===== src/hdl/mem_sys_pkg.sv =====
/* memory system definitions
   arbiter requester names and default sizing */
`default_nettype none

package mem_sys_pkg;

    // owners of the data memory port
    typedef enum logic {
        REQ_MEM  = 1'b0,
        REQ_HOST = 1'b1
    } arb_req_e;

    localparam int DEF_XLEN       = 32;  // data width in bits
    localparam int DEF_DMEM_WORDS = 256; // memory depth in words

endpackage

`default_nettype wire


===== src/hdl/regfile.sv =====
/* integer register file
   31 writable registers, one write port and one combinational read port */
`timescale 1ns/1ps
`default_nettype none

module regfile
    import mem_sys_pkg::*;
#(
    parameter int XLEN = DEF_XLEN
) (
    input  wire              clk,
    input  wire              resetn_i,
    input  wire              we_i,
    input  wire  [4:0]       rd_i,
    input  wire  [XLEN-1:0]  wdata_i,
    input  wire  [4:0]       rs_i,
    output logic [XLEN-1:0]  rs_data_o
);

    logic [XLEN-1:0] regs [1:31]; // x0 has no storage

    always_ff @(posedge clk) begin
        if (!resetn_i) begin
            for (int i = 1; i < 32; i++) begin
                regs[i] <= '0;
            end
        end else if (we_i && rd_i != 5'd0) begin
            regs[rd_i] <= wdata_i;
        end
    end

    // decode read port in the full core
    always_comb begin
        if (rs_i == 5'd0) begin
            rs_data_o = '0;
        end else begin
            rs_data_o = regs[rs_i];
        end
    end

endmodule

`default_nettype wire


===== config.mk =====
export PLATFORM = sky130hd
export DESIGN_NAME = regfile
export DESIGN_NICKNAME = d
export VERILOG_FILES = /design/src/hdl/mem_sys_pkg.sv /design/src/hdl/regfile.sv
export SDC_FILE = /design/constraint.sdc
export NUM_CORES = 1
export LEC_CHECK = 0
export BUFFER_PORTS_ARGS = -buffer_cell sky130_fd_sc_hd__buf_2
export CAP_MARGIN = 20
export CORE_MARGIN = 2
export CORE_UTILIZATION = 43
export CTS_CLUSTER_SIZE = 30
export DETAILED_ROUTE_END_ITERATION = 6
export HOLD_SLACK_MARGIN = 0.15
export PLACE_DENSITY_LB_ADDON = 0.3
export SYNTH_ARGS = -nofsm -noshare
export SYNTH_HDL_FRONTEND = slang
export SYNTH_SLANG_ARGS = --single-unit

===== constraint.sdc =====
create_clock -name clk -period 6.7 [get_ports clk]
set_input_delay 0 -clock clk [delete_from_list [all_inputs] [get_ports clk]]
set_output_delay 0 -clock clk [all_outputs]
set_load 0.02 [all_outputs]

# [Yosys cells after proc, flatten, opt, wreduce, memory -nomap -nowiden]
# Memory sizes are Yosys's and may differ from the RTL's.
# Index checks and enable logic that the tools add are counted.
[totals] regBits=0 latch_bits=0 ramBits=992 mem_bits_ro=0 input_bits=45 word_cells=13 mem_count=1
[classes] add_sub_neg=0 multipliers=0 n_div=0 magnitude_cmp=0 eq_ne=0 shift=0 muxes=8 bitwise=0 n_reduce_logical=4
[mem_list] memory="regs" depth=31 width=32 rd=1 rd_clocked_by_memory_dff=0 write_ports=31 line_no="regfile.sv:20" source="logic [XLEN-1:0] regs [1:31];"
[ops] operator="32-bit two-way mux" count=2
[ops] operator="32-bit OR reduction" count=1
[ops] operator="5-bit logical NOT" count=1
[ops] operator="1-bit two-way mux" count=5
[ops] operator="5-bit two-way mux" count=1
[ops] operator="5-bit nonzero test" count=1
[ops] operator="1-bit logical AND" count=1

# [Longest topological paths before layout]
[logic_depth] ltp_word=7 mapped_depth=7 ltp_nobuf=4

# [Worst setup path after synthesis]
# Ideal clock, no wire load.
[synth_path] kind="input port to flip-flop" start="in rd_i[1]" end="mem regs[20][0] (netlist name) (enable)" setup_ps=466 t_arrival_ps=2893 setup_slack_ps=3341 cell_stages=3 path_buffers=1 path_cell_list="or3_4 > buf_4 > o21ai_0"
[synth_lines] item="start: declaration" line_no="regfile.sv:14" source="input wire [4:0] rd_i,"
[synth_lines] item="end: declaration" line_no="regfile.sv:20"

# [Worst setup path after layout]
[layout_path] start="in rs_i[2]" end="out rs_data_o[31]"
[layout_between] elab_chain_len=2 word_cells_on_any_way=3
[layout_lines] item="start: declaration" line_no="regfile.sv:16" source="input wire [4:0] rs_i,"
[layout_lines] item="memory read 31 x 32 bit / 5-bit logical NOT (equally long branches)"
[layout_lines] item="32-bit two-way mux (*)" line_no="regfile.sv:34" source="if (rs_i == 5'd0) begin"
[layout_lines] item="end: declaration" line_no="regfile.sv:17" source="output logic [XLEN-1:0] rs_data_o"
# Every way passes the cells marked *; elsewhere a longest branch is shown, timed or not.

==> flow_metrics.py <==
metrics = {
    "worst_setup_path": {
        "crit_slowest_cell": "a311oi_1",
        "crit_chain": "buf_8, buf_4, mux4_2, o2111ai_1, a311oi_1, buf_2",
        "cp_data_arrival_time_ps": 3420,
        "max_stage_delay_ps": 1030,
        "startpoint_type": "input pin",
        "path_class": "in2out",
        "crit_required_ps": 6700,
        "cp_max_fo": 113,
        "worstSetupEndpointType": "primary output",
    },
    "synthesis": {
        "synth_fa_ha_area_frac": 0,
        "synth-compound-area-share": 0.0317,
        "netlist_top_cells_area": "edfxtp_1 (66%), and2_1 (13%), mux4_2 (11%)",
        "syn_area_per_cell_um2": 15.7,
        "synth_top_area_cell": "edfxtp_1",
        "netlist_area_mm2": 0.0464,
        "synthXorXnorAreaFrac": 0,
        "ys_seq_elements": 1024,
        "ys_warn_count": 0,
        "synth_mux_area_frac": 0.130,
        "synth_cell_types": 37,
        "seq_area_frac_synth": 0.662,
        "synth_cells": 2955,
        "synth_top_cell_area_share": 0.662,
        "synth_simple_gate_area_share": 0.146,
        "synth_top_family_by_area": "simple AND/OR/NAND/NOR gates",
    },
    "clocking": {
        "numCtsBuffers": 104,
        "cts_root_buffer": "clkbuf_16",
        "cts_resized": 0,
        "clock-sinks": 1024,
        "post-cts-setup-buffer-count": 0,
        "path_clk_slew_ps": 60,
        "htreeDepth": 3,
        "clk_path_buf_depth": 3,
        "cts_tree": "built",
    },
    "floorplan": {
        "dieArea_mm2": 0.111,
        "rows": 120,
        "die_w_um": 333,
        "coreArea_mm2": 0.107,
        "die_h_um": 333,
        "initial_utilization": 0.434,
        "io_pins": 77,
    },
    "detailed_routing": {
        "dr.pass1.iters": 7,
        "drc": 0,
        "vias_per_cell": 5.83,
        "wl_per_cell_um": 28.8,
        "num_vias": 26000,
        "drtAntennaViolNets": 0,
        "drtIter0Drc": 3096,
        "wirelength_um": 128000,
    },
    "power": {
        "power_density_mw_per_mm2": 276,
        "p_leak_nw": 17.7,
        "ir_drop_uv": 219,
    },
    "finish": {
        "multi_input_area_mm2": 0.0150,
        "area_delta_synth_final_pct": 12.1,
        "nFillCells": 8952,
        "reg.largest.list": "regs (1024)",
        "layout-drive-gt1-share": 0.198,
        "register_area_mm2": 0.0307,
        "regMostFlops": "regs",
        "largest_reg_flops": 1024,
        "nets": 3006,
    },
    "timing": {
        "setup_viol": 0,
        "rsz0062_at_grt": "no",
        "fin_crit_sh": 0.510,
        "timing.fmax_mhz": 293,
        "slew_headroom": 0.188,
        "period_needed_ps": 3420,
        "hold_violations": 0,
        "slew_viol_final": 0,
        "fin_setup_tns_ps": 0,
        "worst_hold_slack_ps": 304,
        "worst_pin_slew_ps": 1210,
    },
    "global_routing": {
        "grt_max_degree": 114,
        "grt_pass1_wl_um": 186000,
        "grt_antenna_before_repair": 16,
        "track_usage": 0.232,
        "grt_pass1_vias": 27300,
        "grt.overflow.total": 0,
    },
    "hold_path": {
        "hold_path_class": "in2reg",
    },
    "status": {
        "status": "finished, final reports clean",
    },
    "placed_design": {
        "port_buffers": 76,
        "place_congestion": 0.815,
        "place_hpwl_um": 71900,
    },
    "flow_run": {
        "drv_cap": 0,
    },
}
## cells by family after synthesis
kind of cell | count (synthesis)
and+or+nand+nor | 1097
DFF | 1024
muxes | 320
buffers and inverters | 299
AOI/OAI and AO/OA | 214
other | 1
## metal layers
metal	vias to the layer above	global-route usage	share of wire
met5	-	0	0.00066
met4	14	0.0744	0.031
met3	223	0.0465	0.081
met2	1116	0.374	0.48
met1	13700	0.317	0.41
li1	10900	-	-
## cell usage in the layout, fill, tap and decap left out, types with 21 or more instances in the layout
cell type	Yosys	routed
clkbuf_16	0	109
a221oi_1	23	23
mux2_2	32	32
o21ai_4	0	31
buf_2	30	72
nor2b_1	33	32
edfxtp_1	1024	1024
dlygate4sd3_1	0	33
a211oi_1	32	32
o21ai_1	53	53
nor2_4	3	30
buf_4	26	55
nand2_1	21	21
clkinv_1	0	27
conb_1	1	32
mux4_2	224	224
a22oi_1	32	32
a311oi_1	32	32
and2_1	993	992
mux2i_1	64	64
## stage by stage
stage / cells / setup WS (ps) / power [mW] / util / cell area (um^2)
6_report: 4454 / 3280 / 14.3 / 0.486 / 52000
5_1_grt: 4446 / 3030 / 14.7 / 0.486 / 52000
2_1_floorplan: 2986 / 3340 / 8.29 / - / 46500
3_3_place_gp: 4221 / 3010 / 8.69 / 0.451 / 48300
3_5_place_dp: 4222 / 3240 / 8.74 / 0.451 / 48300
4_1_cts: 4443 / 3240 / 14.4 / 0.485 / 51900
## cells in the mapped netlist
library cell,n
nand2_1,21
nand3b_1,3
or3_4,1
and2_1,993
nor2_2,1
a22oi_1,32
edfxtp_1,1024
buf_1,1
mux2_2,32
nor2_1,32
nand4b_1,2
nor2b_4,1
buf_6,15
nor2b_1,33
inv_2,1
clkbuf_2,3
buf_2,30
a221oi_1,23
or4_4,1
nand3_1,1
nand4_1,1
buf_4,26
clkbuf_1,222
o21ai_0,33
mux2i_1,64
mux4_2,224
or3_1,1
or3b_1,1
nand2b_1,1
or2_1,1
a311oi_1,32
buf_8,1
o21ai_1,53
o2111ai_1,9
nor2_4,3
a211oi_1,32
conb_1,1
## final timing paths
kind                   endpoint  startpoint  slack, ps  depth (start not counted)
setup / recovery  rs_data_o[31]     rs_i[2]       3280                          6
hold / removal      regs[19][4]     rd_i[1]        300                          4
## where the power goes
group	switching, mW	total, mW	internal, mW
Combinational	0.730	1.13	0.404
Clock	2.47	5.72	3.26
Sequential	0.0918	7.48	7.39
## final cells by class
type | instances | area share
Antenna cell | 8 | 0.000385
Clock buffer | 128 | 0.0538
Sequential cell | 1024 | 0.591
Clock inverter | 60 | 0.00955
Timing Repair Buffer | 167 | 0.0237
Tap cell | 1403 | 0.0337
Inverter | 1 | 0.0000721
Multi-Input combinational cell | 1663 | 0.288
## worst max-delay path: cells and delay by family
kind	cells	cell delay (ps)
buffers and inverters	3	1710
AO/OA/AOI/OAI	2	1270
multiplexers	1	330
## repair_timing
item,CTS,global route
hold endpoints to repair,1042,0
hold buffers,33,0
setup endpoints to repair,0,0
Power figures use the tool's default switching activity.
