==> config.mk <==
export PLATFORM = sky130hd
export DESIGN_NAME = dmem_arbiter
export DESIGN_NICKNAME = d
export VERILOG_FILES = /design/src/hdl/mem_sys_pkg.sv /design/src/hdl/dmem_arbiter.sv
export SDC_FILE = /design/constraint.sdc
export NUM_CORES = 1
export LEC_CHECK = 0
export BUFFER_PORTS_ARGS = -buffer_cell sky130_fd_sc_hd__buf_2
export CAP_MARGIN = 25
export CORE_AREA = 3 3 110 112
export DETAILED_ROUTE_END_ITERATION = 12
export DIE_AREA = 0 0 113 115
export HOLD_SLACK_MARGIN = 0.03
export SYNTH_ARGS = -nofsm -noshare
export SYNTH_HDL_FRONTEND = slang
export SYNTH_SLANG_ARGS = --single-unit
==> constraint.sdc <==
create_clock -name clk -period 0.8 [get_ports clk]
set_input_delay 0.04 -clock clk [delete_from_list [all_inputs] [get_ports clk]]
set_output_delay 0.04 -clock clk [all_outputs]
set_load 0.005 [all_outputs]
==> src/hdl/mem_sys_pkg.sv <==
/* memory system definitions
   arbiter requester names and default sizing */
`default_nettype none

package mem_sys_pkg;

    // owners of the data memory port
    typedef enum logic {
        REQ_MEM  = 1'b0,
        REQ_HOST = 1'b1
    } arb_req_e;

    localparam int DEF_XLEN       = 32;  // data width in bits
    localparam int DEF_DMEM_WORDS = 256; // memory depth in words

endpackage

`default_nettype wire

==> src/hdl/dmem_arbiter.sv <==
/* data memory arbiter
   fixed priority, memory stage before host, one access per cycle */
`timescale 1ns/1ps
`default_nettype none

module dmem_arbiter
    import mem_sys_pkg::*;
#(
    parameter int XLEN       = DEF_XLEN,
    parameter int DMEM_WORDS = DEF_DMEM_WORDS
) (
    input  wire                          clk,
    input  wire                          resetn_i,
    input  wire                          m_req_i,
    input  wire                          m_we_i,
    input  wire  [XLEN/8-1:0]            m_be_i,
    input  wire  [XLEN-1:0]              m_addr_i,
    input  wire  [XLEN-1:0]              m_wdata_i,
    output logic                         m_gnt_o,
    output logic                         m_rvalid_o,
    output logic [XLEN-1:0]              m_rdata_o,
    input  wire                          h_req_i,
    input  wire                          h_we_i,
    input  wire  [XLEN/8-1:0]            h_be_i,
    input  wire  [XLEN-1:0]              h_addr_i,
    input  wire  [XLEN-1:0]              h_wdata_i,
    output logic                         h_gnt_o,
    output logic                         h_rvalid_o,
    output logic [XLEN-1:0]              h_rdata_o,
    output logic                         mem_en_o,
    output logic                         mem_we_o,
    output logic [XLEN/8-1:0]            mem_be_o,
    output logic [$clog2(DMEM_WORDS)-1:0] mem_addr_o,
    output logic [XLEN-1:0]              mem_wdata_o,
    input  wire  [XLEN-1:0]              mem_rdata_i
);

    localparam int AW = $clog2(DMEM_WORDS);

    arb_req_e          owner_q;  // who gets the next read data
    logic              rvalid_q;
    logic [XLEN-1:0]   sel_addr;

    assign m_gnt_o  = m_req_i;
    assign h_gnt_o  = h_req_i && !m_req_i;
    assign mem_en_o = m_req_i || h_req_i;

    assign mem_we_o    = m_req_i ? m_we_i    : h_we_i;
    assign mem_be_o    = m_req_i ? m_be_i    : h_be_i;
    assign mem_wdata_o = m_req_i ? m_wdata_i : h_wdata_i;
    assign sel_addr    = m_req_i ? m_addr_i  : h_addr_i;
    assign mem_addr_o  = sel_addr[AW+1:2]; // byte address to word index

    always_ff @(posedge clk) begin
        if (!resetn_i) begin
            owner_q  <= REQ_MEM;
            rvalid_q <= 1'b0;
        end else begin
            rvalid_q <= mem_en_o;
            if (mem_en_o) owner_q <= m_req_i ? REQ_MEM : REQ_HOST;
        end
    end

    assign m_rvalid_o = rvalid_q && (owner_q == REQ_MEM);
    assign h_rvalid_o = rvalid_q && (owner_q == REQ_HOST);
    assign m_rdata_o  = mem_rdata_i;
    assign h_rdata_o  = mem_rdata_i;

    // exclusive grants, and each host grant is answered to the host alone
    a_one_grant: assert property (@(posedge clk) disable iff (!resetn_i)
        h_gnt_o |-> !m_gnt_o ##1 h_rvalid_o && !m_rvalid_o)
        else $error("host grant not answered, owner %s", owner_q.name());

endmodule

`default_nettype wire

# Yosys cells after proc, flatten, opt, wreduce, memory -nomap -nowiden
# Cells that the tools add are included.
# op_classes
addsub	0
mul	0
div	0
magnitude_cmp	0
eq_ne	0
shift	0
n_mux	5
bitwise	1
reduce_logical	5
# op_table
op	n
two-way mux 32 bit	1
two-way mux 10 bit	1
two-way mux 4 bit	1
logical AND 1 bit	3
two-way mux 1 bit	2
zero test 1 bit	1
logical OR 1 bit	1
inverter 1 bit	1
# totals
reg_bits	2
latch_bits	0
mem_bits_rw	0
romBits	0
out_inout_bits	114
mem_count	0

# Longest topological paths before layout
# logic_depth
word_depth	2
depth_mapped	3
mapped_depth_nobuf	2

# Worst setup path after synthesis
# No wires, ideal clock.
# synth_path
path_kind	input-to-reg
start	input port m_req_i
end	register rvalid_q
setup_ns	0.115
arrival_ns	0.551
t_required_ns	0.685
path_slack_ns	0.134
path_stages	3
path_buffers	1
cell_sequence	buf_6 > or2_1 > and2_1
# synth_between
elab_chain_cells	1
# synth_rtl
item	line_no	text
from (decl)	dmem_arbiter.sv:14	input wire m_req_i,
logical OR 1 bit	dmem_arbiter.sv:46	assign mem_en_o = m_req_i || h_req_i;
net mem_en_o	dmem_arbiter.sv:30	output logic mem_en_o,
to (signal assigned)	dmem_arbiter.sv:59	rvalid_q <= mem_en_o;
to (decl)	dmem_arbiter.sv:41	logic rvalid_q;
# The timed path passes the listed nets, and every way through them passes these cells.
# A chain may end at the register's enable or synchronous reset.

# Worst setup path after layout
# layout_path
start	register rvalid_q
end	output port m_rvalid_o
# layout_between
elab_chain_cells	1
# layout_rtl
item	line_no	text
logical AND 1 bit	dmem_arbiter.sv:64	assign m_rvalid_o = rvalid_q && (owner_q == REQ_MEM);
to (decl)	dmem_arbiter.sv:20	output logic m_rvalid_o,
# Every way passes these cells.

==> impl_summary.txt <==
----------------------------------------------------
[Placed design]
  Worst slack at placement ... -0.140 ns
  Routability Congestion ... 0.624
  DP Wirelength ... 3.50 mm
  Number of cells after detailed placement ... 342
  Number of input and output port buffers inserted ... 143

[Logic synthesis]
  Per-instance average area after synthesis ... 9.59 um2
  Number of synthesized flops with an enable pin ... 0
  Top cells by area, synth ... buf_4, mux2_2, mux2_4
  Top cells by instance count after synthesis ... buf_4, mux2_2, mux2_4
  Number of instances in the synthesized netlist ... 124
  Fraction of the yosys area taken by sequential cells ... 3.37%
  Share of Yosys cell area claimed by the top area cell type ... between 40% and 50%
  Fraction of the mapped netlist area in compound gates ... 0%
  Cell accounting for the most synthesized area ... buf_4
  Xor/xnor share of the synthesized area ... 0%
  Share of synthesized flip-flops with an asynchronous set or reset ... 0%
  Main combinational cell family by area after synthesis ... multiplexers
  Predominant post-synthesis flop cell ... dfxtp_1
  Multiplexer share of the synthesized area ... 48.3%
  Register bit count reported by yosys ... 2
  Most instantiated library cell after synthesis ... buf_4
  Simple logic cell fraction of the synthesized area ... between 3 and 4%
  Cell area after technology mapping ... 1190 um2
  Synth Area in Adders ... 0%
  Count of different cell masters after synthesis ... 11
  Number of warnings reported in the yosys synthesis log ... 0
  Post-Synthesis Net Count ... 298

[Timing]
  Fin crit period ... 0.821 ns
  Setup skew after layout ... 0 ns
  RSZ-0062 raised after global routing ... yes
  Fmax ... 1.22 GHz
  Final setup fails ... 22
  Number of pins with negative max-slew slack in the final report ... 0
  Final-report hold violation count ... 0
  Summed negative setup slack over all endpoints ... -0.168 ns
  Final setup margin ... -0.0214 ns
  Transition time at the pin with the least slew margin ... 0.137 ns
  Final worst-path cycle share ... 103%
  Max-slew headroom ... 90.9%

[Global route]
  Global-route wire length before repair ... 5.91 mm
  Initial antenna violation count ... 0
  Maximum number of pins on one net before global-route repair ... 16
  GRT overflow ... 0
  Global router's overall resource usage ... 5.88%
  Via count of the first global-routing pass ... 1103

[Clock network]
  Clk Tree Root Cell ... clkbuf_16
  Clock insertion delay at the later pin of the skew report ... 0.22 ns
  CTS Buf Count ... 3
  TritonCTS clock tree ... built
  H-tree Lvls ... 1
  CTS sink count ... 2
  Hold Buf Count CTS ... 0
  Post-CTS setup repair buffer count ... 0
  Buffer depth of the longest clock path ... 2
  Clock-pin slew reported for the worst setup and hold paths after clock tree synthesis ... around 0.030 ns

[Layout]
  Core utilization of the finished layout ... a little under a fifth
  Nets ... 383
  Antenna diode count ... 0
  Ratio of cells with drive above 1 in the final layout ... 97.6%
  Filler cell count ... 1232
  Multi-input gate area ... 704 um2
  Final cell count without fillers ... 350
  Area added between synthesis and finish ... 80.3%
  Reg area ... 42.5 um2

[Routing]
  Detailed-route via count ... between 1000 and 1500
  Post-detailed-route wirelength per cell ... 14.1 um
  DRT met1 WL ... 1.62 mm
  Metal2 WL ... roughly 2.4 mm
  Post-detailed-routing wire length ... 4.93 mm
  Highest routed metal layer ... met4
  Routed wire length on met3 ... 833 um
  Initial detailed-routing violation count ... 14
  Vias per inst ... 3.27
  DRT Pass-1 Iters ... 2
  Number of remaining DRC errors ... 0
  Number of antenna-violating nets in the routed design ... 0

[Setup path]
  Worst path cell trace ... nor2b_2 -> buf_2
  CP max stage cell ... dfxtp_2
  CP bufs+invs ... 1
  Arr. time, crit path ... 0.78 ns
  Largest stage delay, worst path ... 0.31 ns
  Startpoint types ... flip-flop
  Crit-path max FO ... 2
  Critical path data required time ... 0.76 ns
  CP delay by family, top ... flip-flops
  Crit Path Category ... flip-flop to primary output
  CP endpoint kind ... primary output
  Internal reg-to-reg setup slack ... 0.19 ns

[Die]
  Chip Height ... around 120 um
  Initial Utilization ... a little over a tenth
  Boundary Pins ... roughly 290
  Die area ... 13000 um2
  Area of the placeable core ... between 10000 and 15000 um2
  Die W ... 113 um
  Standard-cell rows ... 39

[Power]
  Leakage Power ... about 1.2 nW
  Share of total power consumed by net switching ... 23.2%
  Combinational cell fraction of total power ... 57.3%
  Seq pwr share ... 5.6%
  Post-layout power ... 2.00 mW
  Peak VDD IR ... 1.01 mV
  Clock share of power ... 37.2%
  Internal Power ... 1.54 mW
  Pwr/cell area ... 935 nW/um2
  Switching pwr ... between 400 and 500 uW

[Hold path]
  Path class of the lowest-slack min-delay path ... input port to flip-flop

[Run status]
  Outcome ... finished with violations
  Violated checks ... setup timing

[Flow run]
  Number of maximum-capacitance violations ... 0

----------------------------------------------------
[final timing paths]
check        startpoint    endpoint  depth (start not counted)
min            resetn_i    rvalid_q                          2
max            rvalid_q  m_rvalid_o                          2
min reg2reg     owner_q     owner_q                          2
max reg2reg     owner_q     owner_q                          2
[layer usage]
layer	track usage, %	vias to the layer above
met5	0	-
met4	1.60	0
met3	4.42	8
met2	9.83	128
met1	5.79	489
li1	-	521
[flip-flops by register name, summed over array words and instances (netlist names)]
register  cells
owner_q       1
rvalid_q      1
[stage by stage]
step | hold slack (ns) | area [um2]
CTS | 0.0339 | 1880
global route | 0.0525 | 2140
global placement | 0.0801 | 1590
detailed placement | 0.0801 | 1590
floorplan | 0.161 | 1190
finish | 0.0348 | 2140
[power by group through the flow]
stage / sequential (mW) / clock, mW / combinational [mW]
floorplan: 0.110 / 0 / 0.609
global placement: 0.110 / 0 / 0.769
detailed placement: 0.110 / 0 / 0.782
CTS: 0.110 / 0.760 / 0.952
global route: 0.112 / 0.772 / 1.22
finish: 0.112 / 0.745 / 1.15
[cell usage in the layout (no fill, tap or decap)]
master | synthesis | layout
nor3b_1 | 1 | 1
buf_2 | 2 | 105
mux2_2 | 27 | 5
buf_16 | 0 | 4
and2_1 | 2 | 1
mux2_4 | 18 | 40
buf_6 | 3 | 37
nor2b_2 | 0 | 1
dfxtp_2 | 0 | 2
and2_4 | 0 | 1
clkbuf_16 | 0 | 5
nor2b_1 | 2 | 1
buf_12 | 0 | 2
nor2_1 | 1 | 1
or2_1 | 1 | 1
[cell type report]
type / count / area share (%)
clock buffers: 3 / 3.50
multi-input cells: 52 / 32.9
flip-flops and latches: 2 / 1.98
well taps: 143 / 8.35
repair buffers: 150 / 53.3
[cells by family (layout without fill, tap and decap cells)]
kind of cell	Yosys count	after routing
buffers and inverters	70	153
multiplexers	45	45
AND/OR/NAND/NOR	7	7
flip-flops	2	2
[repair_timing]
action / CTS / global route
cloned: 3 / 2
endpoints found under the setup margin: 47 / 37
resized for setup: 30 / 43
endpoints found under the hold margin: 0 / 0
pin swaps: 0 / 0
(Power assumes the default switching activity.)
