### config.mk
export PLATFORM = sky130hd
export DESIGN_NAME = mem_stage
export DESIGN_NICKNAME = d
export VERILOG_FILES = /design/src/hdl/mem_sys_pkg.sv /design/src/hdl/rv_isa_pkg.sv /design/src/hdl/mem_stage.sv
export SDC_FILE = /design/constraint.sdc
export NUM_CORES = 1
export LEC_CHECK = 0
export BUFFER_PORTS_ARGS = -buffer_cell sky130_fd_sc_hd__buf_2
export CAP_MARGIN = 20
export CORE_ASPECT_RATIO = 1.1
export CORE_MARGIN = 2
export CORE_UTILIZATION = 52
export DETAILED_ROUTE_END_ITERATION = 10
export PLACE_DENSITY = 0.92
export SLEW_MARGIN = 20
export SYNTH_ARGS = -nofsm -noshare
export SYNTH_HDL_FRONTEND = slang
export SYNTH_SLANG_ARGS = --single-unit
### constraint.sdc
create_clock -name clk -period 12.4 [get_ports clk]
set_clock_uncertainty 0.15 [all_clocks]
set_input_delay 1.86 -clock clk [delete_from_list [all_inputs] [get_ports clk]]
set_output_delay 1.86 -clock clk [all_outputs]
set_load 0.01 [all_outputs]
### src/hdl/mem_sys_pkg.sv
/* memory system definitions
   arbiter requester names and default sizing */
`default_nettype none

package mem_sys_pkg;

    // owners of the data memory port
    typedef enum logic {
        REQ_MEM  = 1'b0,
        REQ_HOST = 1'b1
    } arb_req_e;

    localparam int DEF_XLEN       = 32;  // data width in bits
    localparam int DEF_DMEM_WORDS = 256; // memory depth in words

endpackage

`default_nettype wire

### src/hdl/rv_isa_pkg.sv
/* rv32i instruction set definitions
   major opcodes, load/store widths and instruction field positions */
`default_nettype none

package rv_isa_pkg;

    // 7-bit major opcodes, bits [6:0] of the instruction
    typedef enum logic [6:0] {
        OP_LUI     = 7'b0110111,
        OP_AUIPC   = 7'b0010111,
        OP_JAL     = 7'b1101111,
        OP_JALR    = 7'b1100111,
        OP_BRANCH  = 7'b1100011,
        OP_LOAD    = 7'b0000011,
        OP_STORE   = 7'b0100011,
        OP_IMM_ALU = 7'b0010011,
        OP_REG_ALU = 7'b0110011
    } rv_opcode_e;

    // funct3 of loads and stores
    typedef enum logic [2:0] {
        LS_BYTE   = 3'b000,
        LS_HALF   = 3'b001,
        LS_WORD   = 3'b010,
        LS_BYTE_U = 3'b100,
        LS_HALF_U = 3'b101
    } ls_width_e;

    // instruction field positions
    localparam int OPCODE_LSB = 0;
    localparam int OPCODE_MSB = 6;

    localparam int RD_LSB = 7;
    localparam int RD_MSB = 11;

    localparam int FUNCT3_LSB = 12;
    localparam int FUNCT3_MSB = 14;

endpackage

`default_nettype wire

### src/hdl/mem_stage.sv
/* memory stage
   runs loads and stores against the data memory port, forwards other results */
`timescale 1ns/1ps
`default_nettype none

module mem_stage
    import rv_isa_pkg::*, mem_sys_pkg::*;
#(
    parameter int XLEN = DEF_XLEN
) (
    input  wire                  clk,
    input  wire                  resetn_i,
    input  wire                  ex_give_i,
    output logic                 ex_get_o,
    input  wire  [31:0]          ex_instr_i,
    input  wire  [XLEN-1:0]      ex_alu_i,
    input  wire  [XLEN-1:0]      ex_store_i,
    input  wire                  wb_get_i,
    output logic                 wb_give_o,
    output logic [31:0]          wb_instr_o,
    output logic [XLEN-1:0]      wb_data_o,
    output logic                 dm_req_o,
    output logic                 dm_we_o,
    output logic [XLEN/8-1:0]    dm_be_o,
    output logic [XLEN-1:0]      dm_addr_o,
    output logic [XLEN-1:0]      dm_wdata_o,
    input  wire                  dm_gnt_i,
    input  wire                  dm_rvalid_i,
    input  wire  [XLEN-1:0]      dm_rdata_i
);

    localparam int BE_W = XLEN/8;

    typedef enum logic [1:0] {S_IDLE, S_ACCESS, S_WAIT, S_HANDOFF} state_e;

    state_e           state;
    logic [31:0]      instr_q;
    logic [XLEN-1:0]  alu_q;
    logic [XLEN-1:0]  store_q;
    logic [XLEN-1:0]  data_q;
    rv_opcode_e       op_in, op_q;
    ls_width_e        width;
    logic [1:0]       off;      // byte offset inside the word
    logic [XLEN-1:0]  lane_b, lane_h;
    logic [XLEN-1:0]  load_val;

    assign op_in = rv_opcode_e'(ex_instr_i[OPCODE_MSB:OPCODE_LSB]);
    assign op_q  = rv_opcode_e'(instr_q[OPCODE_MSB:OPCODE_LSB]);
    assign width = ls_width_e'(instr_q[FUNCT3_MSB:FUNCT3_LSB]);
    assign off   = alu_q[1:0];

    always_ff @(posedge clk) begin
        if (!resetn_i) begin
            state <= S_IDLE;
        end else begin
            case (state)
                S_IDLE: if (ex_give_i) begin
                    state <= (op_in == OP_LOAD || op_in == OP_STORE) ? S_ACCESS : S_HANDOFF;
                end
                S_ACCESS: if (dm_gnt_i) state <= S_WAIT;
                S_WAIT:   if (dm_rvalid_i) state <= S_HANDOFF;
                default:  if (wb_get_i) state <= S_IDLE; // hand-off done
            endcase
        end
    end

    always_ff @(posedge clk) begin
        if (state == S_IDLE && ex_give_i) begin
            instr_q <= ex_instr_i;
            alu_q   <= ex_alu_i;
            store_q <= ex_store_i;
            data_q  <= ex_alu_i;   // result of non-memory ops
        end else if (state == S_WAIT && dm_rvalid_i && op_q == OP_LOAD) begin
            data_q  <= load_val;
        end
    end

    // request side, misaligned addresses drop to their natural boundary
    always_comb begin
        dm_be_o    = {BE_W{1'b1}};
        dm_wdata_o = store_q;
        case (width)
            LS_BYTE: begin
                dm_be_o    = BE_W'(1) << off;
                dm_wdata_o = store_q << {off, 3'b000};
            end
            LS_HALF: begin
                dm_be_o    = BE_W'(3) << {off[1], 1'b0};
                dm_wdata_o = store_q << {off[1], 4'b0000};
            end
            default: ;
        endcase
    end

    assign dm_req_o  = (state == S_ACCESS);
    assign dm_we_o   = (op_q == OP_STORE);
    assign dm_addr_o = {alu_q[XLEN-1:2], 2'b00};

    // lane select and extension of load data
    assign lane_b = dm_rdata_i >> {off, 3'b000};
    assign lane_h = dm_rdata_i >> {off[1], 4'b0000};

    always_comb begin
        case (width)
            LS_BYTE:   load_val = {{(XLEN-8){lane_b[7]}}, lane_b[7:0]};
            LS_BYTE_U: load_val = {{(XLEN-8){1'b0}}, lane_b[7:0]};
            LS_HALF:   load_val = {{(XLEN-16){lane_h[15]}}, lane_h[15:0]};
            LS_HALF_U: load_val = {{(XLEN-16){1'b0}}, lane_h[15:0]};
            default:   load_val = dm_rdata_i;
        endcase
    end

    assign ex_get_o   = (state == S_IDLE);
    assign wb_give_o  = (state == S_HANDOFF);
    assign wb_instr_o = instr_q;
    assign wb_data_o  = data_q;

    // request and its payload are held until the arbiter grants
    a_req_held: assert property (@(posedge clk) disable iff (!resetn_i)
        dm_req_o && !dm_gnt_i |=> dm_req_o && $stable(dm_addr_o) && $stable(dm_be_o))
        else $error("dm request dropped or changed before grant");

endmodule

`default_nettype wire

Word level (Yosys, flattened, before mapping):

Cells that the tools add are included.

* equality and inequality tests: 13
* shift-type cells: 6
* multiplexer cells: 11
* reductions and logical operators: 9

Operators by type and width (count)
* 32-bit case mux with 4 select lines: 1
* 32-bit 2-to-1 mux: 2
* 32-bit case mux with 2 select lines: 1
* 32-bit by 5-bit << shifter with 32-bit output: 2
* 32-bit by 5-bit >> shifter with 16-bit output: 1
* 32-bit by 5-bit >> shifter with 8-bit output: 1
* 7-bit by 2-bit == test with 1-bit output (second input constant): 2
* 7-bit by 6-bit == test with 1-bit output (second input constant): 2
* 2-bit 2-to-1 mux: 5
* 4-bit case mux with 2 select lines: 1
* 3-bit == test (second input constant): 2
* 2-bit case mux with 3 select lines: 1
* 2-bit == test (second input constant): 2
* 2-bit inequality test (second input constant): 2
* 4-bit AND reduction: 1
* 4-bit nonzero test: 1
* 1-bit by 2-bit << shifter with 4-bit output (first input constant): 1
* 2-bit by 2-bit << shifter with 4-bit output (first input constant): 1
* 3-bit by 1-bit == test with 1-bit output (second input constant): 1
* 1-bit logical AND: 3
* 3-bit zero test: 1
* 2-bit by 1-bit == test with 1-bit output (second input constant): 1
* 2-bit zero test: 1
* 2-bit by 1-bit inequality test with 1-bit output (second input constant): 1
* other kinds (2): 2

* register bits after elaboration: 130
* input bits: 134
* word-level logic and storage cells: 44

Logic depth before layout (Yosys ltp):

* depth after elaboration: 5
* gate-level depth with buffers: 7
* mapped depth without buffers: 6

Worst setup path before layout:

OpenSTA, ideal clock, no wires.

* kind: input to register
* start point: input port ex_give_i
* end point: register alu_q[0], enable pin
* data arrival time: 4.923 ns
* data required time: 11.752 ns
* path slack: 6.829 ns
* stages on the path: 3
* path through: nand2_2 > inv_1 > clkbuf_1

* cells in the longest elaborated chain, start to end: 1

RTL lines
* start: declaration: RTL line mem_stage.sv:13 `input wire ex_give_i,`
* 1-bit logical AND: RTL line mem_stage.sv:68 `if (state == S_IDLE && ex_give_i) begin`
* end signal: assignment: RTL line mem_stage.sv:70 `alu_q <= ex_alu_i;`
* end: declaration: RTL line mem_stage.sv:38 `logic [XLEN-1:0] alu_q;`

No other way between the ends.
A chain may end at the register's enable or synchronous reset.

Worst setup path after layout:

* start point: register instr_q[12], in the netlist wb_instr_o[12]
* end point: output port dm_wdata_o[24]

* cells in the longest elaborated chain, start to end: 2
* elaborated cells between the ends (all ways): 3
* those cells by class: eq/ne (1); mux (1); reduce/logical (1)

RTL lines
* start: declaration: RTL line mem_stage.sv:37 `logic [31:0] instr_q;`
* start signal: assignment: RTL line mem_stage.sv:69 `instr_q <= ex_instr_i;`
* 3-bit by 1-bit == test with 1-bit output / 3-bit zero test (equally long branches): RTL line mem_stage.sv:82 `case (width)`
* 32-bit case mux with 2 select lines (*): RTL line mem_stage.sv:82
* end: declaration: RTL line mem_stage.sv:26 `output logic [XLEN-1:0] dm_wdata_o,`

Every way passes the cells marked *; elsewhere a longest branch is shown, timed or not.

==> out/results.ini <==
[timing]
timing.final.max_slew_violations = 0
holdWs_ps = 377
finalHoldViolCount = 0
post-route-min-period_ps = 4650
timing.final.crit_share_pct = 37.5
tightest_slew_ps = 985
relSlewSlack_pct = 34.3
tns_ps = 0
setup_violations = 0
fmax_ghz = 0.215
rsz0062_at_grt = false

[global_routing]
grt_max_degree = 68
grt_pass1_vias = 4966
grt_overflow = 0
grt_pass1_wl_mm = 26.3
antenna_found_initial = 0
grt_usage_pct = 26.9

[die]
die-area_um2 = 12900
ios = 270
rows = 41
start_util_pct = 53.9
die_x_um = 108
core_area_um2 = 11600
dieHeight_um = 119

[logic_synthesis]
ys.flop_type = edfxtp_1
yosysUniqueCellTypes = 53
yosysSeqAreaShare_pct = 62.2
async_flop_share_pct = 0
syn_area_um2 = 6240
synth.top_cell.area_share_pct = 61.6
synth_top_area_cell = edfxtp_1
synth.area.top_cells = edfxtp_1 62%, buf_4 4.7%, o21ai_0 2.1%, a22oi_1 2.0%, o211ai_1 2.0%
synth_edf_count = 128
syn_inst = 491
synth_area_per_cell_um2 = 12.7
yosysWarnings = 0
ys_seq_elements = 130

[cts]
path_clk_slew_ps = 60
cts.sinks = 130
htreeDepth = 4
cts_root_buffer = clkbuf_16
insertion_delay_ps = 410
cts_tree = built
cts_resized = 0
post_cts_buffers = 0
clock_path_buffers = 2
cts_buffers = 17
cts_hold_buffers = 0

[cells_and_area]
multiInputGateArea_um2 = 1880
regArea_um2 = 3880
antennaDiodeCount = 0
final_common_cell = buf_2
fillers = 849
final_cell_mix = 267 x buf_2, 128 x edfxtp_1, 32 x nand2_1, 26 x o21ai_0, 24 x nor3_1
area_growth_pct = 27.5
nets = 850
instances_no_fill = 875
drive_gt1_share_pct = 45.0

[power]
power.share.combinational_pct = 29.6
seq_power_share_pct = 39.8
p_leak_nw = 3.21
irDropWorstVdd_v = 0.000118
internal-power_w = 0.00113
power_density_nw_per_um2 = 212
swShare_pct = 33.2
switching_power_w = 0.000562
p_clk_share_pct = 30.6

[drt]
viasPerCell = 5.89
drc = 0
wl_mm = 17.5
first_pass_iters = 5
ant_nets = 0
vias = 5152
dr.first_iter.drc_count = 377
wl_per_cell_um = 20.0

[place]
place_inst = 843
gp_congestion = 0.831
port_buffers = 267
hpwl_mm = 12.3

[run_status]
outcome = complete, no violations

[setup_path]
critical_path_arrival_ps = 2640
regToRegSetupSlack_ps = 8870
r2r_start = state[0]
rr_worst_depth = 7
endpoint_kind = output pin
worstPathRequired_ps = 10390
crit_end = dm_wdata_o[24]
crit_chain = nand2b_2, o2bb2ai_1, nor4_1, buf_2
startpoint_type = flip-flop
criticalPathCategory = flip-flop to output pin
max_stage_delay_ps = 740
r2r-end = wb_data_o[17]
crit_slowest_cell = nand2b_2
crit_fanout = 53
crit_start = wb_instr_o[12]

[hold_path]
hp-class = flip-flop to flip-flop

[run]
maxCapViolCount = 0

## power groups by stage
stage	combinational (W)	sequential [W]	clock, W
after floorplan	0.000313	0.000708	0
after detailed placement	0.000497	0.000681	0
after global routing	0.000546	0.000682	0.000540
final	0.000501	0.000673	0.000516
after CTS	0.000500	0.000673	0.000520
after global placement	0.000480	0.000674	0
## worst min-delay path by stage
stage / from / end / slack, ps / cells past startpoint
after floorplan: state[1] / state[1] / 320 / 2
after global placement: state[1] / state[1] / 330 / 2
after detailed placement: state[1] / state[1] / 370 / 2
after CTS: state[0] / state[0] / 380 / 2
after global routing: state[0] / state[0] / 400 / 2
final: state[0] / state[0] / 380 / 2
## cell families (layout without fill, tap and decap cells)
group                    count (synthesis)  count (layout)  share of synthesized area [%]
adder cells (fa/ha/maj)                  4               4                          0.801
buffers and inverters                   78             311                           7.97
AO/OA/AOI/OAI                          116             116                           13.9
other                                    1               2                         0.0601
flip-flops                             130             130                           62.2
multiplexers                            14              14                           2.64
AND/OR/NAND/NOR                        148             148                           12.5
## through the flow
stage               cell area, µm²  total power [W]  worst slack (ps)  utilization [%]
global route                  7960          0.00177              7600             68.7
floorplan                     6250          0.00102              6830                -
global placement              7350          0.00115              7930             63.4
CTS                           7960          0.00169              7800             68.7
finish                        7960          0.00169              7750             68.7
detailed placement            7350          0.00118              7760             63.4
## critical path: cells and delay by family, from the launching register on
kind / cells / cell delay [ps]
AND/OR/NAND/NOR: 2 / 1130
buffers and inverters: 1 / 210
flip-flops: 1 / 560
AO/OA/AOI/OAI: 1 / 320
## per-layer routing
metal  part of all wire (%)  vias up  global-route usage (%)
met3                     10       63                    5.91
li1                       -     2304                       -
met1                     34     2410                    30.6
met2                     51      375                    46.4
met5                      0        -                       0
met4                    4.7        0                    14.8
## area by class of cell
class	count	share of cell area [%]
Tap cell	150	2.36
Sequential cell	130	48.8
Clock inverter	15	2.28
Multi-Input combinational cell	284	23.7
Inverter	8	0.409
Clock buffer	17	5.34
Timing Repair Buffer	271	17.2
## Yosys cell counts, drive strengths merged (4+ instances only)
cell type,instances
ha,4
and2,8
mux2,10
nor4,9
clkbuf,9
nor2,24
o311a,6
edfxtp,128
o2bb2ai,7
nand2b,10
o21ai,34
nand2,33
a22oi,17
nor3,24
nand3,17
nor2b,5
o211ai,18
nor3b,8
a22o,7
a32oi,8
a221oi,8
inv,8
buf,61
## flip-flops by register name, indices dropped and copies added (netlist names)
| name | flops |
|---|---|
| state | 2 |
| alu_q | 32 |
| wb_instr_o | 32 |
| wb_data_o | 32 |
| store_q | 32 |
(Power assumes the default switching activity.)
