<file path="src/hdl/mem_sys_pkg.sv">
/* memory system definitions
   arbiter requester names and default sizing */
`default_nettype none

package mem_sys_pkg;

    // owners of the data memory port
    typedef enum logic {
        REQ_MEM  = 1'b0,
        REQ_HOST = 1'b1
    } arb_req_e;

    localparam int DEF_XLEN       = 32;  // data width in bits
    localparam int DEF_DMEM_WORDS = 256; // memory depth in words

endpackage

`default_nettype wire

</file>
<file path="src/hdl/rv_isa_pkg.sv">
/* rv32i instruction set definitions
   major opcodes, load/store widths and instruction field positions */
`default_nettype none

package rv_isa_pkg;

    // 7-bit major opcodes, bits [6:0] of the instruction
    typedef enum logic [6:0] {
        OP_LUI     = 7'b0110111,
        OP_AUIPC   = 7'b0010111,
        OP_JAL     = 7'b1101111,
        OP_JALR    = 7'b1100111,
        OP_BRANCH  = 7'b1100011,
        OP_LOAD    = 7'b0000011,
        OP_STORE   = 7'b0100011,
        OP_IMM_ALU = 7'b0010011,
        OP_REG_ALU = 7'b0110011
    } rv_opcode_e;

    // funct3 of loads and stores
    typedef enum logic [2:0] {
        LS_BYTE   = 3'b000,
        LS_HALF   = 3'b001,
        LS_WORD   = 3'b010,
        LS_BYTE_U = 3'b100,
        LS_HALF_U = 3'b101
    } ls_width_e;

    // instruction field positions
    localparam int OPCODE_LSB = 0;
    localparam int OPCODE_MSB = 6;

    localparam int RD_LSB = 7;
    localparam int RD_MSB = 11;

    localparam int FUNCT3_LSB = 12;
    localparam int FUNCT3_MSB = 14;

endpackage

`default_nettype wire

</file>
<file path="src/hdl/wb_stage.sv">
/* write-back stage
   takes one instruction from the memory stage and writes rd when the opcode asks */
`timescale 1ns/1ps
`default_nettype none

module wb_stage
    import rv_isa_pkg::*, mem_sys_pkg::*;
#(
    parameter int XLEN = DEF_XLEN
) (
    input  wire              clk,
    input  wire              resetn_i,
    input  wire              mem_give_i,
    output logic             mem_get_o,
    input  wire  [31:0]      mem_instr_i,
    input  wire  [XLEN-1:0]  mem_data_i,
    output logic             reg_we_o,
    output logic [4:0]       reg_rd_o,
    output logic [XLEN-1:0]  reg_wdata_o
);

    typedef enum logic {S_GET, S_WRITE} state_e;

    state_e           state;
    logic [31:0]      instr_q;
    logic [XLEN-1:0]  data_q;
    logic             writes_rd;

    always_ff @(posedge clk) begin
        if (!resetn_i) begin
            state <= S_GET;
        end else if (state == S_GET) begin
            if (mem_give_i) state <= S_WRITE;
        end else begin
            state <= S_GET; // single write cycle
        end
    end

    always_ff @(posedge clk) begin
        if (state == S_GET && mem_give_i) begin
            instr_q <= mem_instr_i;
            data_q  <= mem_data_i;
        end
    end

    // store and branch never touch the register file
    always_comb begin
        case (rv_opcode_e'(instr_q[OPCODE_MSB:OPCODE_LSB]))
            OP_LUI, OP_AUIPC, OP_JAL, OP_JALR,
            OP_LOAD, OP_IMM_ALU, OP_REG_ALU: writes_rd = 1'b1;
            default:                         writes_rd = 1'b0;
        endcase
    end

    assign mem_get_o   = (state == S_GET);
    assign reg_rd_o    = instr_q[RD_MSB:RD_LSB];
    assign reg_wdata_o = data_q;
    assign reg_we_o    = (state == S_WRITE) && writes_rd && (reg_rd_o != 5'd0);

    // a write always follows a transfer and never targets x0
    a_we_valid: assert property (@(posedge clk) disable iff (!resetn_i)
        reg_we_o |-> (reg_rd_o != 5'd0) && $past(mem_give_i && mem_get_o))
        else $error("register write without transfer or to x0");

endmodule

`default_nettype wire

</file>
<file path="config.mk">
export PLATFORM = sky130hd
export DESIGN_NAME = wb_stage
export DESIGN_NICKNAME = d
export VERILOG_FILES = /design/src/hdl/mem_sys_pkg.sv /design/src/hdl/rv_isa_pkg.sv /design/src/hdl/wb_stage.sv
export SDC_FILE = /design/constraint.sdc
export NUM_CORES = 1
export LEC_CHECK = 0
export BUFFER_PORTS_ARGS = -buffer_cell sky130_fd_sc_hd__buf_2
export CORE_ASPECT_RATIO = 1.1
export CORE_MARGIN = 2
export CORE_UTILIZATION = 35
export CTS_CLUSTER_DIAMETER = 200
export DETAILED_ROUTE_END_ITERATION = 7
export PLACE_DENSITY = 0.71
export SYNTH_ARGS = -nofsm -noshare
export SYNTH_HDL_FRONTEND = slang
export SYNTH_SLANG_ARGS = --single-unit
</file>
<file path="constraint.sdc">
create_clock -name clk -period 3.03 [get_ports clk]
set_input_delay 0 -clock clk [delete_from_list [all_inputs] [get_ports clk]]
set_output_delay 0 -clock clk [all_outputs]
set_load 0.005 [all_outputs]
</file>
* Word-level counts from Yosys, hierarchy flattened
Index checks and enable logic that the tools add are counted.
** Storage, ports and cells
- Bits in registers :: 45
- Word-level logic and storage cells :: 20
** Operators by class
- Equal/unequal tests :: 7
- Multiplexer cells :: 2
- Bitwise logic cells :: 2
- Reduce and logical (&&, ||, !) cells :: 6
** Operator list (number)
- $eq A7 B5 Y1 const B :: 2
- $eq A7 B6 Y1 const B :: 2
- $eq A7 B7 Y1 const B :: 2
- $eq A7 B2 Y1 const B :: 1
- $reduce_or A7 Y1 :: 1
- $reduce_bool A5 Y1 :: 1
- $logic_and A1 B1 Y1 :: 3
- $mux W1 :: 2
- $not A1 Y1 :: 2
- $reduce_or A2 Y1 :: 1

* Longest topological paths before layout
Gate-level depths: netlist (run 1).
- Depth in word-level cells :: 5
- Depth in mapped cells :: 3
- Mapped depth without buffers :: 3

* Worst setup path after synthesis (run 1)
No wires, ideal clock.
- Path kind :: flip-flop to flip-flop
- Start point :: register state
- End point :: register instr_q[0] (enable)
- Library setup time :: 452 ps
- Arrival :: 2304 ps
- Required time :: 2578 ps
- Setup slack :: 275 ps
- Stages on the path, launching flop included :: 2
- Path buffers :: 0
- Clock period less this slack :: 2755 ps
- Cell sequence :: dfxtp_1 -> nor2b_1
** On the way
- Cells in the longest elaborated chain, start to end :: 2
** RTL lines
- start: declaration :: line wb_stage.sv:24 : state_e state;
- start signal: assignment :: line wb_stage.sv:31 : state <= S_GET;
- start signal: assignment :: line wb_stage.sv:33 : if (mem_give_i) state <= S_WRITE;
- start signal: assignment :: line wb_stage.sv:35 : state <= S_GET;
- $not A1 Y1 :: line wb_stage.sv:40 : if (state == S_GET && mem_give_i) begin
- $logic_and A1 B1 Y1 :: line wb_stage.sv:40
- end signal: assignment :: line wb_stage.sv:41 : instr_q <= mem_instr_i;
- end: declaration :: line wb_stage.sv:25 : logic [31:0] instr_q;
Every way passes these cells.
A chain may end at the register's enable or synchronous reset.

* Final worst setup path (run 1)
- Start point :: register state
- End point :: register data_q[28], in the netlist reg_wdata_o[28] (enable)
** On the way
- Cells in the longest elaborated chain, start to end :: 2
** RTL lines
- $not A1 Y1 :: line wb_stage.sv:40
- $logic_and A1 B1 Y1 :: line wb_stage.sv:40
- end signal: assignment :: line wb_stage.sv:42 : data_q <= mem_data_i;
- end: declaration :: line wb_stage.sv:26 : logic [XLEN-1:0] data_q;
Every way passes these cells.

==> results of run 1 <==
[cells by family after synthesis]
logic type / Yosys count / synth area share
DFF: 45 / 0.933
AOI/OAI and AO/OA: 3 / 0.0130
and+or+nand+nor: 6 / 0.0252
buffers and inverters: 6 / 0.0287
[per-layer routing]
layer / vias to the layer above / global-route usage / part of all wire
li1: 493 / - / -
met1: 476 / 0.124 / 0.35
met2: 50 / 0.300 / 0.57
met3: 7 / 0.0502 / 0.063
met4: 0 / 0.0602 / 0.016
met5: - / 0 / 0
[flip-flops by register name (all words and copies together), names as in the netlist]
name         flops
state            1
reg_wdata_o     32
instr_q         12
[per-stage QoR]
step | area (um2) | hold WS (ns) | cells | util | setup WS (ns)
after floorplan | 1440 | 0.0989 | 60 | - | 0.275
after global placement | 1900 | 0.177 | 192 | 0.479 | 1.43
after detailed placement | 1900 | 0.178 | 192 | 0.479 | 1.37
after CTS | 2430 | 0.322 | 245 | 0.614 | 1.36
after global routing | 2430 | 0.339 | 245 | 0.614 | 1.23
final | 2430 | 0.326 | 245 | 0.614 | 1.39
[synth_stat cells, drive strengths merged]
master    n
edfxtp   44
buf       5
nor2      2
a21oi     1
and2      1
dfxtp     1
inv       1
nand4b    1
nor2b     1
o2111ai   1
o21ai     1
or4       1
[worst paths after layout]
| check | from | end | depth (start not counted) |
|---|---|---|---|
| worst min-delay path | mem_give_i | reg_wdata_o[11] | 2 |
| worst min register to register | state | reg_wdata_o[11] | 1 |
| worst max-delay path | state | reg_wdata_o[28] | 1 |
| worst max register to register | state | reg_wdata_o[28] | 1 |
[what timing repair did]
item	in CTS	in global routing
hold endpoints to repair	45	0
setup endpoints to repair	0	0
hold buffers	45	0
setup buffers	0	0
[layout make-up]
class / instances / area (um2) / area share
Sequential cell: 45 / 1340 / 0.551
Timing Repair Buffer: 130 / 876 / 0.360
Clock buffer: 5 / 68.8 / 0.0283
Tap cell: 52 / 65.1 / 0.0267
Multi-Input combinational cell: 9 / 62.6 / 0.0257
Clock inverter: 3 / 17.5 / 0.00719
Inverter: 1 / 3.75 / 0.00154
[power breakdown]
| group | leakage, nW | internal, mW | switching, mW |
|---|---|---|---|
| registers | 0.432 | 0.727 | 0.0114 |
| logic | 0.544 | 0.0789 | 0.0468 |
| clock network | 0.0455 | 0.159 | 0.183 |
==> out/qor.csv, run 1 <==
stage;metric;value;unit
run_status;outcome;completed;
sta;fin_crit_sh;0.542;
detailed_routing;wire_per_inst;13.8;um
detailed_routing;drc;0;
cells_and_area;final_common_cell;buf_2;
detailed_routing;wl;3.37;mm
yosys;syn_inst;60;
power;ir_drop;0.293;mV
floorplan;die-height;71.2;um
critical_path;path_delay_family;simple AND/OR/NAND/NOR gates;
sta;maxSlewViolCount;0;
floorplan;die_x;65.1;um
yosys;synth.avg_cell_area;24.0;um2
job;drv_cap;0;
power;p_per_area;495;nW/um2
yosys;netlist.area_leader.share;0.919;
critical_path;crit_buf_inv;0;
worst_hold_path;holdCritPathClass;in2reg;
yosys;ys_seq_elements;45;
place;port_buffers;85;
sta;fin_setup_tns;0;ns
sta;max_freq;0.609;GHz
clock_network;clk_pin_slew;0.08;ns
critical_path;cp.required;2.93;ns
floorplan;dieArea;4640;um2
critical_path;crit_chain;nor2b_4;
detailed_routing;vias;1026;
critical_path;criticalPathCategory;reg2reg;
power;p_leak;1.02;nW
clock_network;cts-htree-levels;2;
detailed_routing;vias_per_cell;4.19;
detailed_routing;ant_nets;0;
detailed_routing;first_iter_violations;61;
cells_and_area;layout_common_cells;buf_2, dlygate4sd3_1, edfxtp_1;
cells_and_area;synthToLayoutAreaGrowth;69.4;%
cells_and_area;drive_gt1_frac;0.482;
yosys;yosysWarnings;0;
critical_path;reg2reg_slack;1.39;ns
critical_path;max_stage_delay;0.90;ns
grt;grt.overflow.total;0;
clock_network;cts-buffers-inserted;5;
floorplan;rows;24;
clock_network;cts_max_path_buffers;2;
clock_network;cts_tree;done;
critical_path;setup.worst_path.start_class;flop;
grt;grt_pass1_wl;4.89;mm
grt;grt_pass1_vias;1156;
sta;hold_violations;0;
yosys;synth_area;1440;um2
cells_and_area;nFillCells;309;
floorplan;io_pins;106;
clock_network;clock-sinks;45;
critical_path;crit_slowest_cell;nor2b_4;
floorplan;design.core.area;3960;um2
clock_network;clkLatencyLatePin;0.29;ns
place;gp_congestion;0.589;
sta;grt_setup_unrepaired;false;
sta;worstMarginPinSlew;1.16;ns
sta;finalCriticalPeriod;1.64;ns
yosys;ys_seq_area_frac;0.933;
power;power;1.21;mW
clock_network;ctsResizeCount;0;
critical_path;cp-end-kind;flop;
critical_path;arrival;1.55;ns
yosys;yosysTopAreaCell;edfxtp_1;
cells_and_area;fin_nets;259;
grt;antenna_found_initial;0;
yosys;synth_area_leaders;edfxtp_1, buf_4, dfxtp_1;
sta;finClkSkew;0.00907;ns
grt;track_usage;0.147;
grt;grt_max_degree;46;
sta;maxSlewHeadroom;0.228;
detailed_routing;firstDrtPassIters;3;
sta;setup_viol;0;
yosys;ys_types;12;
yosys;synth.net_count;127;
cells_and_area;antenna_cells;0;
place;hpwl;1.95;mm
clock_network;root_buffer;clkbuf_8;
critical_path;cp_max_fo;45;
floorplan;start_util;0.363;
(Power assumes the default switching activity.)
==> run 2, diff against run 1 <==
Clock period 3.03 ns to 1.6 ns, I/O delays scaled along.
==> run 2 against run 1 <==
Effect of this change:
- the run now ends with negative setup slack left
- combinational power increased by 99%
- via count increased by 2.0%
- cell count increased by 0.41%
- register-to-register slack got worse by 0.89 ns
- global-route usage increased by 1.0 points
- cell area increased by 1.7%
- sequential power increased by 90%
- core utilization increased by 1.0 points
- clock power increased by 87%
- count of clock-buffer cells in the layout increased by 1
- sequential share of layout area decreased by 0.92 points
- critical path type is now reg2out
- highest routed layer unchanged
==> out/qor.csv, run 2 (synthesis gave the netlist of run 1 again) <==
stage;metric;value;unit
power;p_sw;456;uW
place;placed_cells;193;
grt;grtUsageMet2;0.314;
sta;hold_violations;0;
sta;finalCriticalPeriod;1.66;ns
floorplan;rows;24;
grt;antenna_found_initial;0;
place;port_buffers;85;
cells_and_area;final_common_cell;buf_2;
critical_path;path_delay_family;simple AND/OR/NAND/NOR gates;
floorplan;dieArea;4640;um2
floorplan;design.core.area;3960;um2
detailed_routing;firstDrtPassIters;4;
detailed_routing;ant_nets;0;
power;p_clk_frac;0.279;
power;switching_share;0.199;
floorplan;start_util;0.363;
sta;maxSlewHeadroom;0.847;
clock_network;clkLatencyLatePin;0.29;ns
cells_and_area;synthToLayoutAreaGrowth;72.2;%
floorplan;io_pins;106;
power;power.share.sequential;0.611;
power;ir_drop;0.522;mV
detailed_routing;vias_per_cell;4.26;
critical_path;criticalPathCategory;reg2out;
detailed_routing;first_iter_violations;94;
sta;worst_slack;-0.0578;ns
critical_path;crit_buf_inv;1;
cells_and_area;layout_common_cells;buf_2, dlygate4sd3_1, edfxtp_1;
grt;grt_pass1_vias;1136;
sta;fin_crit_sh;1.04;
detailed_routing;vias;1047;
clock_network;cts-htree-levels;2;
cells_and_area;fin_nets;260;
power;p_leak;1.03;nW
clock_network;cts_max_path_buffers;2;
critical_path;crit_chain;or4_4 > o2111ai_4 > a21oi_2 > buf_2;
place;place_area;1920;um2
cells_and_area;stdcell_area;2480;um2
grt;top_usage_layer;met2;
clock_network;cts_tree;done;
place;gp_congestion;0.622;
grt;track_usage;0.157;
grt;grt.overflow.total;0;
grt;grt_pass1_wl;5.23;mm
sta;setup_viol;1;
detailed_routing;wl;3.61;mm
grt;grtUsageMet1;0.143;
power;power;2.29;mW
critical_path;crit_slowest_cell;or4_4;
clock_network;clock-sinks;45;
critical_path;arrival;1.66;ns
clock_network;post_cts_buffers;0;
clock_network;root_buffer;clkbuf_8;
grt;grt_max_degree;46;
run_status;violations;negative setup slack;
floorplan;die_x;65.1;um
job;drv_cap;0;
critical_path;cp.required;1.60;ns
power;comb_power_share;0.110;
cells_and_area;drive_gt1_frac;0.500;
critical_path;cp_max_fo;2;
cells_and_area;antenna_cells;0;
sta;maxSlewViolCount;0;
worst_hold_path;holdCritPathClass;in2reg;
place;pre_cts_ws;0.271;ns
power;p_per_area;925;nW/um2
sta;max_freq;0.603;GHz
cells_and_area;nFillCells;301;
sta;grt_setup_unrepaired;true;
run_status;outcome;finished, violations left;
detailed_routing;wire_per_inst;14.7;um
cells_and_area;largest_reg_flops;32;
sta;worstMarginPinSlew;0.230;ns
grt;grt_util_met3;0.0502;
critical_path;max_stage_delay;0.56;ns
cells_and_area;multiInputGateArea;87.6;um2
critical_path;setup.worst_path.start_class;flop;
sta;finClkSkew;0.00334;ns
cells_and_area;layout.cells.non_filler;246;
clock_network;cts-buffers-inserted;5;
detailed_routing;drc;0;
floorplan;die-height;71.2;um
cells_and_area;post-route-util;0.625;
clock_network;clk_pin_slew;0.08;ns
power;internal-power;1.83;mW
cells_and_area;seq_area;1340;um2
critical_path;cp-end-kind;primary output;
[run 2: worst paths after layout]
kind / endpoint / cells after the start / start / slack, ns
worst min-delay path: reg_wdata_o[14] / 3 / mem_give_i / 0.32
worst min register to register: reg_wdata_o[14] / 2 / state / 0.90
worst max register to register: reg_wdata_o[5] / 2 / state / 0.50
worst max-delay path: reg_we_o / 4 / instr_q[7] / -0.06
[run 2: final cells by class]
type | instances | share of cell area
Inverter | 1 | 0.00152
Clock buffer | 6 | 0.0293
Tap cell | 52 | 0.0263
Clock inverter | 2 | 0.00404
Timing Repair Buffer | 131 | 0.362
Multi-Input combinational cell | 9 | 0.0354
Sequential cell | 45 | 0.542
[run 2: metrics by stage]
step / TNS [ns] / hold slack (ns)
floorplan: 0 / 0.0989
global placement: 0 / 0.176
detailed placement: 0 / 0.178
CTS: -0.0104 / 0.305
global route: -0.114 / 0.310
finish: -0.0578 / 0.316
[run 2: routing by layer]
| layer | part of all wire | wire, um | up-vias |
|---|---|---|---|
| met4 | 0.017 | 61 | 0 |
| met1 | 0.33 | 1210 | 498 |
| met5 | 0 | 0 | - |
| met2 | 0.57 | 2040 | 51 |
| li1 | - | - | 492 |
| met3 | 0.082 | 296 | 6 |
[run 2: worst reg2reg max path, cell delays in order, from the launching register on]
cell and delay [ns]:
dfxtp_1 0.37, nor2b_4 0.16, buf_12 0.25
[run 2: repair_timing]
item	in CTS	in global routing
gates resized for setup	2	2
hold buffers	45	0
hold endpoints to repair	45	0
setup endpoints to repair	1	1
[run 2: power groups by stage]
stage | clock [mW] | sequential, mW | combinational, mW
5_1_grt | 0.720 | 1.40 | 0.272
2_1_floorplan | 0 | 1.43 | 0.0383
3_5_place_dp | 0 | 1.42 | 0.159
6_report | 0.640 | 1.40 | 0.251
3_3_place_gp | 0 | 1.42 | 0.153
4_1_cts | 0.669 | 1.39 | 0.246
==> run 3, diff against run 2 <==
Clock period 1.6 ns to 2.12 ns, I/O delays scaled along.
==> run 3 against run 2 <==
Effect of this change:
- the flow now finishes without violations
- count of clock-buffer cells in the layout is the same
- non-clock buffer count is the same
- via count shrank 1.7%
- critical path type unchanged
==> out/qor.csv, run 3 (synthesis gave the netlist of run 1 again) <==
stage;metric;value;unit
place;port_buffers;85;
sta;timing.hold.ws;0.418;ns
critical_path;reg2reg_depth;2;
cells_and_area;antenna_cells;0;
critical_path;crit_slowest_cell;or4_1;
cells_and_area;fin_nets;260;
floorplan;start_util;0.363;
sta;max_freq;0.594;GHz
clock_network;clock-sinks;45;
clock_network;cts_max_path_buffers;2;
detailed_routing;ant_nets;0;
detailed_routing;wl;3.22;mm
power;p_sw;339;uW
sta;worstMarginPinSlew;0.538;ns
sta;worst_slack;0.435;ns
grt;antenna_found_initial;0;
critical_path;crit_buf_inv;1;
sta;setup_viol;0;
cells_and_area;layout.cells.non_filler;246;
clock_network;ctsResizeCount;0;
floorplan;io_pins;106;
grt;grt.overflow.total;0;
floorplan;design.core.area;3960;um2
detailed_routing;vias_per_cell;4.18;
cells_and_area;drive_gt1_frac;0.485;
run_status;outcome;completed;
power;ir_drop;0.379;mV
power;power.share.sequential;0.572;
grt;grt_pass1_wl;4.91;mm
power;p_leak;1.04;nW
floorplan;die_x;65.1;um
clock_network;root_buffer;clkbuf_8;
floorplan;die-height;71.2;um
power;switching_share;0.184;
cells_and_area;nFillCells;306;
critical_path;worstSetupPathDepth;4;
grt;grt_pass1_vias;1128;
critical_path;cp-end-kind;primary output;
sta;fin_setup_tns;0;ns
place;place_area;1910;um2
clock_network;clkLatencyLatePin;0.28;ns
critical_path;reg2reg_slack;0.83;ns
floorplan;rows;24;
grt;grt_max_degree;46;
detailed_routing;first_iter_violations;55;
cells_and_area;stdcell_area;2460;um2
clock_network;post_cts_buffers;0;
critical_path;setup.worst_path.start_class;flop;
sta;maxSlewViolCount;0;
clock_network;clk_pin_slew;0.08;ns
sta;hold_violations;0;
sta;finalCriticalPeriod;1.68;ns
detailed_routing;drc;0;
critical_path;critPathLaunch;instr_q[10];
critical_path;cp_max_fo;2;
critical_path;max_stage_delay;0.52;ns
clock_network;cts-htree-levels;2;
power;comb_power_share;0.098;
cells_and_area;largest_reg_flops;32;
floorplan;dieArea;4640;um2
cells_and_area;layout_common_cells;buf_2, dlygate4sd3_1, edfxtp_1;
grt;track_usage;0.144;
power;p_per_area;747;nW/um2
critical_path;arrival;1.68;ns
critical_path;crit_chain;or4_1 > o2111ai_1 > a21oi_1 > buf_2;
critical_path;r2r_end;reg_wdata_o[23];
clock_network;cts_hold_buffers;45;
detailed_routing;vias;1029;
cells_and_area;synthToLayoutAreaGrowth;71.4;%
power;p_clk_frac;0.330;
job;drv_cap;0;
sta;maxSlewHeadroom;0.641;
critical_path;worstSetupEndpoint;reg_we_o;
place;gp_congestion;0.577;
sta;fin_crit_sh;0.795;
detailed_routing;wire_per_inst;13.1;um
cells_and_area;final_common_cell;buf_2;
critical_path;path_delay_family;simple AND/OR/NAND/NOR gates;
clock_network;cts-buffers-inserted;5;
place;pre_cts_ws;0.833;ns
worst_hold_path;holdCritPathClass;in2reg;
detailed_routing;firstDrtPassIters;3;
sta;grt_setup_unrepaired;false;
clock_network;cts_tree;done;
critical_path;cp.required;2.12;ns
place;placed_cells;193;
critical_path;criticalPathCategory;reg2out;
power;internal-power;1.50;mW
sta;finClkSkew;0.00202;ns
critical_path;r2r_start;state;
## run 3: area by class of cell
type | instances | area (um2) | area share
repair buffers | 131 | 883 | 0.359
multi-input cells | 9 | 62.6 | 0.0254
well taps | 52 | 65.1 | 0.0264
clock inverters | 2 | 35.0 | 0.0142
inverters | 1 | 3.75 | 0.00152
clock buffers | 6 | 72.6 | 0.0295
flip-flops and latches | 45 | 1340 | 0.544
## run 3: metal layers
metal / vias to the layer above / track usage / wire length [um]
met5: - / 0 / 0
met4: 0 / 0.0509 / 44
met3: 4 / 0.0518 / 236
met2: 57 / 0.273 / 1710
met1: 476 / 0.144 / 1230
li1: 492 / - / -
## run 3: through the flow
stage	total power [mW]	utilization
global route	1.92	0.622
finish	1.84	0.622
global placement	1.18	0.481
detailed placement	1.19	0.481
CTS	1.86	0.622
floorplan	1.11	-
## run 3: power groups by stage
stage          Sequential, mW  Combinational (mW)  Clock (mW)
2_1_floorplan            1.08              0.0280           0
3_3_place_gp             1.07               0.111           0
3_5_place_dp             1.07               0.115           0
4_1_cts                  1.05               0.181       0.623
5_1_grt                  1.06               0.197       0.667
6_report                 1.05               0.181       0.607
## run 3: worst min path at each step
stage / start / to / slack [ns] / cells past startpoint
2_1_floorplan: mem_instr_i[0] / instr_q[0] / 0.1 / 0
3_3_place_gp: mem_data_i[29] / reg_wdata_o[29] / 0.18 / 1
3_5_place_dp: mem_data_i[18] / reg_wdata_o[18] / 0.18 / 1
4_1_cts: mem_data_i[18] / reg_wdata_o[18] / 0.40 / 2
5_1_grt: mem_data_i[18] / reg_wdata_o[18] / 0.41 / 2
6_report: mem_data_i[18] / reg_wdata_o[18] / 0.42 / 2
